`config.mk`:
```
export PLATFORM = sky130hd
export DESIGN_NAME = memory_fabric_top
export DESIGN_NICKNAME = d
export VERILOG_FILES = /design/src/verilog/glay_mem_pkg.sv /design/src/verilog/memory_fabric_top.sv /design/src/verilog/request_arbiter_n_to_1.sv /design/src/verilog/response_demux_1_to_n.sv /design/src/verilog/scratchpad_memory.sv /design/src/verilog/sync_fifo.sv
export SDC_FILE = /design/constraint.sdc
export NUM_CORES = 2
export LEC_CHECK = 0
export ABC_AREA = 1
export ABC_CLOCK_PERIOD_IN_PS = 4800
export BUFFER_PORTS_ARGS = -buffer_cell sky130_fd_sc_hd__buf_2
export CAP_MARGIN = 20
export CORE_MARGIN = 2
export CORE_UTILIZATION = 45
export DETAILED_ROUTE_END_ITERATION = 7
export PLACE_DENSITY = 0.73
export SKIP_CTS_REPAIR_TIMING = 1
export SLEW_MARGIN = 25
export SYNTH_ARGS = -nofsm -noshare
export SYNTH_HDL_FRONTEND = slang
export SYNTH_SLANG_ARGS = --single-unit
export TNS_END_PERCENT = 10
```
`constraint.sdc`:
```
create_clock -name ap_clk -period 4.8 [get_ports ap_clk]
set_input_delay 0.48 -clock ap_clk [delete_from_list [all_inputs] [get_ports ap_clk]]
set_output_delay 0.48 -clock ap_clk [all_outputs]
set_load 0.05 [all_outputs]
```
`src/verilog/glay_mem_pkg.sv`:
```
// Shared types for the scratchpad response path. num_requestors must be a power of two
// because the arbiter pointer wraps by overflow
package glay_mem_pkg;

  // ----------------------------------------------------------------------
  // Sizing
  // ----------------------------------------------------------------------

  // Requestor ports on the fabric
  localparam int num_requestors = 4;

  // Width of a requestor index, used by the round-robin pointer
  localparam int requestor_id_width = $clog2(num_requestors);

  // 64-word scratchpad
  localparam int addr_width = 6;
  localparam int data_width = 32;

  // Queue depths
  localparam int req_fifo_depth  = 4;
  localparam int resp_fifo_depth = 16;

  // ----------------------------------------------------------------------
  // Types
  // ----------------------------------------------------------------------

  typedef logic [requestor_id_width-1:0] requestor_id_t;

  // One-hot requestor mask, one bit per port
  typedef logic [num_requestors-1:0] route_t;

  typedef enum logic {
    cmd_read  = 1'b0,
    cmd_write = 1'b1
  } mem_cmd_t;

  // What a requestor sends
  typedef struct packed {
    mem_cmd_t                cmd;
    logic [addr_width-1:0]   address;
    logic [data_width-1:0]   data;
  } requestor_req_t;

  // Request after arbitration, stamped with its source mask
  typedef struct packed {
    route_t                  route;
    mem_cmd_t                cmd;
    logic [addr_width-1:0]   address;
    logic [data_width-1:0]   data;
  } mem_request_t;

  // Read data, or the written word as a write acknowledgement
  typedef struct packed {
    route_t                  route;
    mem_cmd_t                cmd;
    logic [addr_width-1:0]   address;
    logic [data_width-1:0]   data;
  } mem_response_t;

endpackage

```
`src/verilog/memory_fabric_top.sv`:
```
// Shared scratchpad behind a round-robin arbiter and a response demux.
// Response latency depends on contention and on per-port back-pressure
`timescale 1ns/10ps

module memory_fabric_top (
  input  logic                                ap_clk,
  input  logic                                areset_control,
  input  logic [glay_mem_pkg::num_requestors-1:0] req_valid,
  output logic [glay_mem_pkg::num_requestors-1:0] req_ready,
  input  glay_mem_pkg::requestor_req_t        req [glay_mem_pkg::num_requestors],
  output logic [glay_mem_pkg::num_requestors-1:0] resp_valid,
  input  logic [glay_mem_pkg::num_requestors-1:0] resp_ready,
  output glay_mem_pkg::mem_response_t         resp [glay_mem_pkg::num_requestors]
);

  // Arbiter to scratchpad
  logic                        mem_req_valid;
  logic                        mem_req_ready;
  glay_mem_pkg::mem_request_t  mem_req;

  // Scratchpad to demux
  logic                        mem_resp_valid;
  logic                        mem_resp_ready;
  glay_mem_pkg::mem_response_t mem_resp;

  request_arbiter_n_to_1 arbiter_i (
    .ap_clk        (ap_clk),
    .areset_control(areset_control),
    .req_valid     (req_valid),
    .req_ready     (req_ready),
    .req           (req),
    .mem_req_valid (mem_req_valid),
    .mem_req       (mem_req),
    .mem_req_ready (mem_req_ready)
  );

  scratchpad_memory scratchpad_i (
    .ap_clk        (ap_clk),
    .areset_control(areset_control),
    .mem_req_valid (mem_req_valid),
    .mem_req_ready (mem_req_ready),
    .mem_req       (mem_req),
    .mem_resp_valid(mem_resp_valid),
    .mem_resp      (mem_resp),
    .mem_resp_ready(mem_resp_ready)
  );

  response_demux_1_to_n demux_i (
    .ap_clk        (ap_clk),
    .areset_control(areset_control),
    .mem_resp_valid(mem_resp_valid),
    .mem_resp_ready(mem_resp_ready),
    .mem_resp      (mem_resp),
    .resp_valid    (resp_valid),
    .resp_ready    (resp_ready),
    .resp          (resp)
  );

endmodule

```
`src/verilog/request_arbiter_n_to_1.sv`:
```
// Round-robin merge of the requestor streams. The grant is registered, so a new request
// waits at least one cycle for its grant before it can transfer
`timescale 1ns/10ps

module request_arbiter_n_to_1 (
  input  logic                                ap_clk,
  input  logic                                areset_control,
  input  logic [glay_mem_pkg::num_requestors-1:0] req_valid,
  output logic [glay_mem_pkg::num_requestors-1:0] req_ready,
  input  glay_mem_pkg::requestor_req_t        req [glay_mem_pkg::num_requestors],
  output logic                                mem_req_valid,
  output glay_mem_pkg::mem_request_t          mem_req,
  input  logic                                mem_req_ready
);

  glay_mem_pkg::route_t        grant_q;
  glay_mem_pkg::route_t        next_grant;
  glay_mem_pkg::requestor_id_t grant_idx;
  glay_mem_pkg::requestor_id_t rr_ptr;
  glay_mem_pkg::requestor_id_t search_base;
  glay_mem_pkg::mem_request_t  push_data;

  logic fifo_push_ready;
  logic accept;
  logic regrant;

  // ----------------------------------------------------------------------
  // Grant selection
  // ----------------------------------------------------------------------

  // Ready comes from registered grant and queue state only
  assign req_ready = grant_q & {glay_mem_pkg::num_requestors{fifo_push_ready}};
  assign accept    = |(req_valid & req_ready);

  // Re-arbitrate after a transfer or when the granted port went idle
  assign regrant   = accept | ~(|(grant_q & req_valid));

  // Start the search just past the port that was served
  assign search_base = accept ? grant_idx + 1'b1 : rr_ptr;

  always_comb begin
    grant_idx = '0;
    for (int k = 0; k < glay_mem_pkg::num_requestors; k++) begin
      if (grant_q[k]) begin
        grant_idx = glay_mem_pkg::requestor_id_t'(k);
      end
    end
  end

  // Walk backwards so the closest valid port to the base wins
  always_comb begin : next_grant_search
    glay_mem_pkg::requestor_id_t idx;
    next_grant = '0;
    for (int k = glay_mem_pkg::num_requestors - 1; k >= 0; k--) begin
      idx = search_base + glay_mem_pkg::requestor_id_t'(k);
      if (req_valid[idx]) begin
        next_grant = glay_mem_pkg::route_t'(1) << idx;
      end
    end
  end

  always_ff @(posedge ap_clk) begin
    if (areset_control) begin
      grant_q <= '0;
      rr_ptr  <= '0;
    end else begin
      if (regrant) begin
        grant_q <= next_grant;
      end
      if (accept) begin
        rr_ptr <= grant_idx + 1'b1;
      end
    end
  end

  // ----------------------------------------------------------------------
  // Route stamping and request queue
  // ----------------------------------------------------------------------

  assign push_data.route   = grant_q;
  assign push_data.cmd     = req[grant_idx].cmd;
  assign push_data.address = req[grant_idx].address;
  assign push_data.data    = req[grant_idx].data;

  sync_fifo #(
    .payload_t(glay_mem_pkg::mem_request_t),
    .depth    (glay_mem_pkg::req_fifo_depth)
  ) req_fifo_i (
    .ap_clk        (ap_clk),
    .areset_control(areset_control),
    .push_valid    (accept),
    .push_data     (push_data),
    .push_ready    (fifo_push_ready),
    .pop_valid     (mem_req_valid),
    .pop_data      (mem_req),
    .pop_ready     (mem_req_ready),
    .free_count    ()
  );

endmodule

```
`src/verilog/response_demux_1_to_n.sv`:
```
// Queues memory responses and steers each to the port in its route mask.
// One stalled port holds the head and so blocks every other port
`timescale 1ns/10ps

module response_demux_1_to_n (
  input  logic                                ap_clk,
  input  logic                                areset_control,
  input  logic                                mem_resp_valid,
  output logic                                mem_resp_ready,
  input  glay_mem_pkg::mem_response_t         mem_resp,
  output logic [glay_mem_pkg::num_requestors-1:0] resp_valid,
  input  logic [glay_mem_pkg::num_requestors-1:0] resp_ready,
  output glay_mem_pkg::mem_response_t         resp [glay_mem_pkg::num_requestors]
);

  glay_mem_pkg::mem_response_t in_data_q;
  glay_mem_pkg::mem_response_t head;
  glay_mem_pkg::route_t        can_load;

  logic                                       in_valid_q;
  logic                                       head_valid;
  logic                                       pop_ready;
  logic                                       pop;
  logic [$clog2(glay_mem_pkg::resp_fifo_depth+1)-1:0] free_count;

  // ----------------------------------------------------------------------
  // Input register
  // ----------------------------------------------------------------------

  // Keep room for the entry sitting in the input register
  assign mem_resp_ready = (free_count > 2);

  always_ff @(posedge ap_clk) begin
    if (areset_control) begin
      in_valid_q <= 1'b0;
    end else begin
      in_valid_q <= mem_resp_valid & mem_resp_ready;
    end
  end

  always_ff @(posedge ap_clk) begin
    in_data_q <= mem_resp;
  end

  sync_fifo #(
    .payload_t(glay_mem_pkg::mem_response_t),
    .depth    (glay_mem_pkg::resp_fifo_depth)
  ) resp_fifo_i (
    .ap_clk        (ap_clk),
    .areset_control(areset_control),
    .push_valid    (in_valid_q),
    .push_data     (in_data_q),
    .push_ready    (),
    .pop_valid     (head_valid),
    .pop_data      (head),
    .pop_ready     (pop_ready),
    .free_count    (free_count)
  );

  // ----------------------------------------------------------------------
  // Steering
  // ----------------------------------------------------------------------

  // Slot can take a word when empty or handing its word over
  assign can_load  = ~resp_valid | resp_ready;

  // All routed slots must be able to load
  assign pop_ready = ((head.route & can_load) == head.route);
  assign pop       = head_valid & pop_ready;

  for (genvar i = 0; i < glay_mem_pkg::num_requestors; i++) begin : g_out_stage
    always_ff @(posedge ap_clk) begin
      if (areset_control) begin
        resp_valid[i] <= 1'b0;
      end else if (can_load[i]) begin
        resp_valid[i] <= pop & head.route[i];
      end
    end

    always_ff @(posedge ap_clk) begin
      if (pop && head.route[i]) begin
        resp[i] <= head;
      end
    end
  end

endmodule

```
`src/verilog/scratchpad_memory.sv`:
```
// Single-port scratchpad with one output register. Memory contents are undefined
// until written; reads of unwritten words return X in simulation
`timescale 1ns/10ps

module scratchpad_memory (
  input  logic                        ap_clk,
  input  logic                        areset_control,
  input  logic                        mem_req_valid,
  output logic                        mem_req_ready,
  input  glay_mem_pkg::mem_request_t  mem_req,
  output logic                        mem_resp_valid,
  output glay_mem_pkg::mem_response_t mem_resp,
  input  logic                        mem_resp_ready
);

  logic [glay_mem_pkg::data_width-1:0] words [2**glay_mem_pkg::addr_width];

  logic accept;
  logic is_write;

  // Take a new request when the output slot is free or draining
  assign mem_req_ready = ~mem_resp_valid | mem_resp_ready;
  assign accept        = mem_req_valid & mem_req_ready;
  assign is_write      = (mem_req.cmd == glay_mem_pkg::cmd_write);

  // ----------------------------------------------------------------------
  // Word array
  // ----------------------------------------------------------------------

  always_ff @(posedge ap_clk) begin
    if (accept && is_write) begin
      words[mem_req.address] <= mem_req.data;
    end
  end

  // ----------------------------------------------------------------------
  // Response register
  // ----------------------------------------------------------------------

  always_ff @(posedge ap_clk) begin
    if (areset_control) begin
      mem_resp_valid <= 1'b0;
    end else if (accept) begin
      mem_resp_valid <= 1'b1;
    end else if (mem_resp_ready) begin
      mem_resp_valid <= 1'b0;
    end
  end

  // Route rides along so the demux can steer the answer back
  always_ff @(posedge ap_clk) begin
    if (accept) begin
      mem_resp.route   <= mem_req.route;
      mem_resp.cmd     <= mem_req.cmd;
      mem_resp.address <= mem_req.address;
      // Write acknowledges with the data it stored
      if (is_write) begin
        mem_resp.data <= mem_req.data;
      end else begin
        mem_resp.data <= words[mem_req.address];
      end
    end
  end

endmodule

```
`src/verilog/sync_fifo.sv`:
```
// First-word-fall-through FIFO, no reset latency. push_ready and pop_valid
// come from the count register only
`timescale 1ns/10ps

module sync_fifo #(
  parameter type payload_t = logic,
  parameter int  depth     = 4
) (
  input  logic                       ap_clk,
  input  logic                       areset_control,
  input  logic                       push_valid,
  input  payload_t                   push_data,
  output logic                       push_ready,
  output logic                       pop_valid,
  output payload_t                   pop_data,
  input  logic                       pop_ready,
  output logic [$clog2(depth+1)-1:0] free_count
);

  typedef logic [$clog2(depth)-1:0]   ptr_t;
  typedef logic [$clog2(depth+1)-1:0] count_t;

  payload_t storage [depth];

  ptr_t   wr_ptr;
  ptr_t   rd_ptr;
  count_t count;

  logic push;
  logic pop;

  assign push_ready = (count != count_t'(depth));
  assign pop_valid  = (count != '0);
  assign push       = push_valid & push_ready;
  assign pop        = pop_valid & pop_ready;

  // Head of the queue is always visible
  assign pop_data   = storage[rd_ptr];
  assign free_count = count_t'(depth) - count;

  always_ff @(posedge ap_clk) begin
    if (push) begin
      storage[wr_ptr] <= push_data;
    end
  end

  always_ff @(posedge ap_clk) begin
    if (areset_control) begin
      wr_ptr <= '0;
      rd_ptr <= '0;
      count  <= '0;
    end else begin
      if (push) begin
        if (wr_ptr == ptr_t'(depth - 1)) begin
          wr_ptr <= '0;
        end else begin
          wr_ptr <= wr_ptr + 1'b1;
        end
      end
      if (pop) begin
        if (rd_ptr == ptr_t'(depth - 1)) begin
          rd_ptr <= '0;
        end else begin
          rd_ptr <= rd_ptr + 1'b1;
        end
      end
      // Simultaneous push and pop leaves the count alone
      case ({push, pop})
        2'b10:   count <= count + 1'b1;
        2'b01:   count <= count - 1'b1;
        default: count <= count;
      endcase
    end
  end

endmodule
```
==> impl_metrics.tcl <==
set metrics [dict create \
    ys_seq_elements 3204 \
    intPower_mw 64.2 \
    report.final.slew_viol_count 0 \
    final_common_cell "nand2_1" \
    startpoint_type "register" \
    grt_usage 0.242 \
    path_clk_slew_ns 0.06 \
    viasPerCell 5.55 \
    initial_utilization 0.453 \
    pwr-share-comb 0.407 \
    top_usage_layer "met2" \
    place_area_sq_mm 0.140 \
    synth_cell_types 39 \
    netlist_area_sq_mm 0.132 \
    drive_gt1_frac 0.106 \
    critPathMaxStageDelay_ns 0.91 \
    drtAntennaViolNets 0 \
    io_pins 346 \
    final_cell_area_sq_mm 0.151 \
    worst_pin_slew_ns 1.10 \
    htreeDepth 5 \
    wirelength_mm 372 \
    drc_errors 0 \
    cp.arrival_ns 5.05 \
    finalNonFillerCells 16100 \
    power_mw 112 \
    coreArea_sq_mm 0.291 \
    avgSynthCellArea_sq_um 11.3 \
    status "completed" \
    synth_cells 11700 \
    critical_path.slowest_cell "dfxtp_4" \
    p_clk_frac 0.228 \
    seq_area_frac_synth 0.723 \
    grt_pass1_wl_mm 543 \
    ir_worst_vdd_uv 657 \
    area_delta_synth_final_pct 14.4 \
    power_frac_seq 0.365 \
    crit_fanout 87 \
    first_global_vias 83300 \
    clock_skew_ns 0.0535 \
    antenna_found_initial 29 \
    vias 89500 \
    leakage_nw 58.7 \
    gp_congestion 0.971 \
    dp_hpwl_mm 214 \
    fill_cells 24200 \
    rsz0062_at_grt "false" \
    first_iter_violations 11900 \
    synth-edff-count 3123 \
    port_buffers 345 \
    die_h_microns 546 \
    crit_path_frequent_cell "nand2_1" \
    grt_max_degree 182 \
    fmax_mhz 235 \
    routedWlPerCell_microns 23.0 \
    async_flop_share 0 \
    yosys_warnings 0 \
    final_cell_mix "nand2_1, edfxtp_1, nand3_1, o21ai_0, inv_1" \
    critPathKind "register to register" \
    met3_usage 0.0478 \
    clock-sinks 3204 \
    crit_chain "nand2_1 > o211ai_1 > nand3_1 > nand3_1 > nand2_1 > nand2_1 > nand2_1 > nor2_1 > nand2_1 > inv_1 > ha_1 > xor2_1 > ha_1 > inv_1 > nand2_1 > nand2_1 > o21ai_0 > o21ai_0 > a21oi_1 > o21ai_0 > a21oi_1" \
    rows 198 \
    crit_path_end_kind "register" \
    dominantRegCellSynth "edfxtp_1" \
    die_width_microns 546 \
    cts_buffer_depth 4 \
    firstDrtPassIters 7 \
    fin_util 0.518 \
    slew_headroom 0.264 \
    dp.cells 15500 \
    met1_usage 0.323 \
    cp.required_ns 5.59 \
    cts_buffers 328 \
    syn-num-nets 11900 \
    cap_violations 0 \
    nets 12200 \
    power_density_mw_per_mm2 738 \
    p_switching_mw 47.3 \
    use_met2 0.380 \
    finalSetupViolCount 0 \
    tritoncts "yes" \
    grt-ovfl-total 0 \
    dieArea_sq_mm 0.298 \
    root_buffer "clkbuf_16" \
    clk_latency_ns 0.91 \
    min_period_ns 4.26 \
    swShare 0.424 \
    hold_path.class "input pin to register" \
    min_period_over_period 0.887 \
    setup_tns_ns 0 \
    hold_viol 0 \
]
[stage by stage]
stage | setup WS, ns | hold slack (ns)
final | 0.543 | 0.0154
after global placement | 0.540 | 0.324
after detailed placement | 0.485 | 0.328
after global routing | 0.0120 | 0.0437
after floorplan | 0.993 | 0.323
after CTS | 0.506 | -0.145
[layer usage]
| layer | share of wire | vias up |
|---|---|---|
| li1 | - | 40500 |
| met1 | 0.38 | 43000 |
| met2 | 0.46 | 5115 |
| met3 | 0.11 | 906 |
| met4 | 0.052 | 20 |
| met5 | 0.00040 | - |
[cells in the mapped netlist, types with 2 or more instances]
cell / number / area share
nor3_2: 7 / 0.00053
buf_6: 2 / 0.00017
ha_1: 25 / 0.0024
inv_1: 362 / 0.010
edfxtp_1: 3123 / 0.71
nand3_1: 898 / 0.034
o21ai_0: 358 / 0.014
buf_4: 17 / 0.00097
or2_0: 7 / 0.00033
nand3_2: 3 / 0.00023
a21oi_1: 224 / 0.0085
buf_1: 40 / 0.0011
a211oi_1: 41 / 0.0023
mux2i_1: 156 / 0.012
nand2_1: 5042 / 0.14
clkbuf_1: 332 / 0.0094
o21ai_1: 3 / 0.00011
nand2_2: 4 / 0.00019
nand4_1: 8 / 0.00038
o22ai_1: 76 / 0.0036
or2_2: 23 / 0.0011
nor3_1: 40 / 0.0015
nor2_1: 291 / 0.0083
buf_2: 303 / 0.011
o211ai_1: 174 / 0.0099
inv_2: 12 / 0.00034
xor2_1: 5 / 0.00033
dfxtp_1: 81 / 0.012
[critical path, delay by kind of cell (launching register included)]
kind | cells | cell delay (ns)
buffers and inverters | 2 | 0.20
XOR/XNOR | 1 | 0.22
AND/OR/NAND/NOR | 10 | 1.50
adder cells (fa/ha/maj) | 2 | 0.47
flip-flops | 1 | 0.91
AO/OA/AOI/OAI | 6 | 0.91
[final timing paths]
kind / from / endpoint / slack (ns) / cells after the start
worst min-delay path: areset_control / arbiter_i.req_fifo_i.count[1] / 0.02 / 2
worst max-delay path: register / demux_i.resp_fifo_i.count[4] / 0.54 / 21
worst min register to register: scratchpad_i.mem_resp[42] / demux_i.in_data_q[42] / 0.34 / 0
worst max register to register: register / demux_i.resp_fifo_i.count[4] / 0.54 / 21
[registers in the layout, summed over array words and instances, names as in the netlist, named ones only]
register                      cells
demux_i.resp_valid                4
demux_i.in_valid_q                1
arbiter_i.req_fifo_i.count        3
scratchpad_i.words             2048
demux_i.resp_fifo_i.count         5
demux_i.resp_fifo_i.rd_ptr        4
arbiter_i.req_fifo_i.rd_ptr       2
scratchpad_i.mem_resp_valid       1
demux_i.resp_fifo_i.storage     688
demux_i.in_data_q                43
scratchpad_i.mem_resp            43
arbiter_i.rr_ptr                  2
demux_i.resp_fifo_i.wr_ptr        4
arbiter_i.req_fifo_i.wr_ptr       2
demux_i.resp                    172
arbiter_i.grant_q                 4
arbiter_i.req_fifo_i.storage    172
[cell families (layout without fill, tap and decap cells)]
kind of cell    count (synthesis)  in the layout  share of synthesized area
buf+inv                      1069           1626                     0.0339
xor+xnor                        6              6                   0.000398
other cells                     0              6                          0
flops                        3204           3204                      0.723
fa+ha+maj                      26             26                    0.00252
simple gates                 6325           6325                      0.190
compound gates                882            882                     0.0384
mux                           156            156                     0.0118
[layout make-up]
class | count | area, sq um | area share
diodes | 6 | 15.0 | 0.0000994
clock buffers | 413 | 8830 | 0.0584
clock inverters | 174 | 1820 | 0.0120
inverters | 375 | 1440 | 0.00955
multi-input cells | 7395 | 33300 | 0.220
flip-flops and latches | 3204 | 95400 | 0.632
well taps | 3900 | 4880 | 0.0323
repair buffers | 664 | 5350 | 0.0354
[power by group through the flow]
stage	Clock, mW	Combinational, mW	Sequential [mW]
finish	25.4	45.4	40.7
CTS	25.6	44.7	40.7
detailed placement	0	44.4	41.2
global route	26.6	48.7	41.0
global placement	0	43.6	41.2
floorplan	0	24.0	43.5
Power figures use the tool's default switching activity.
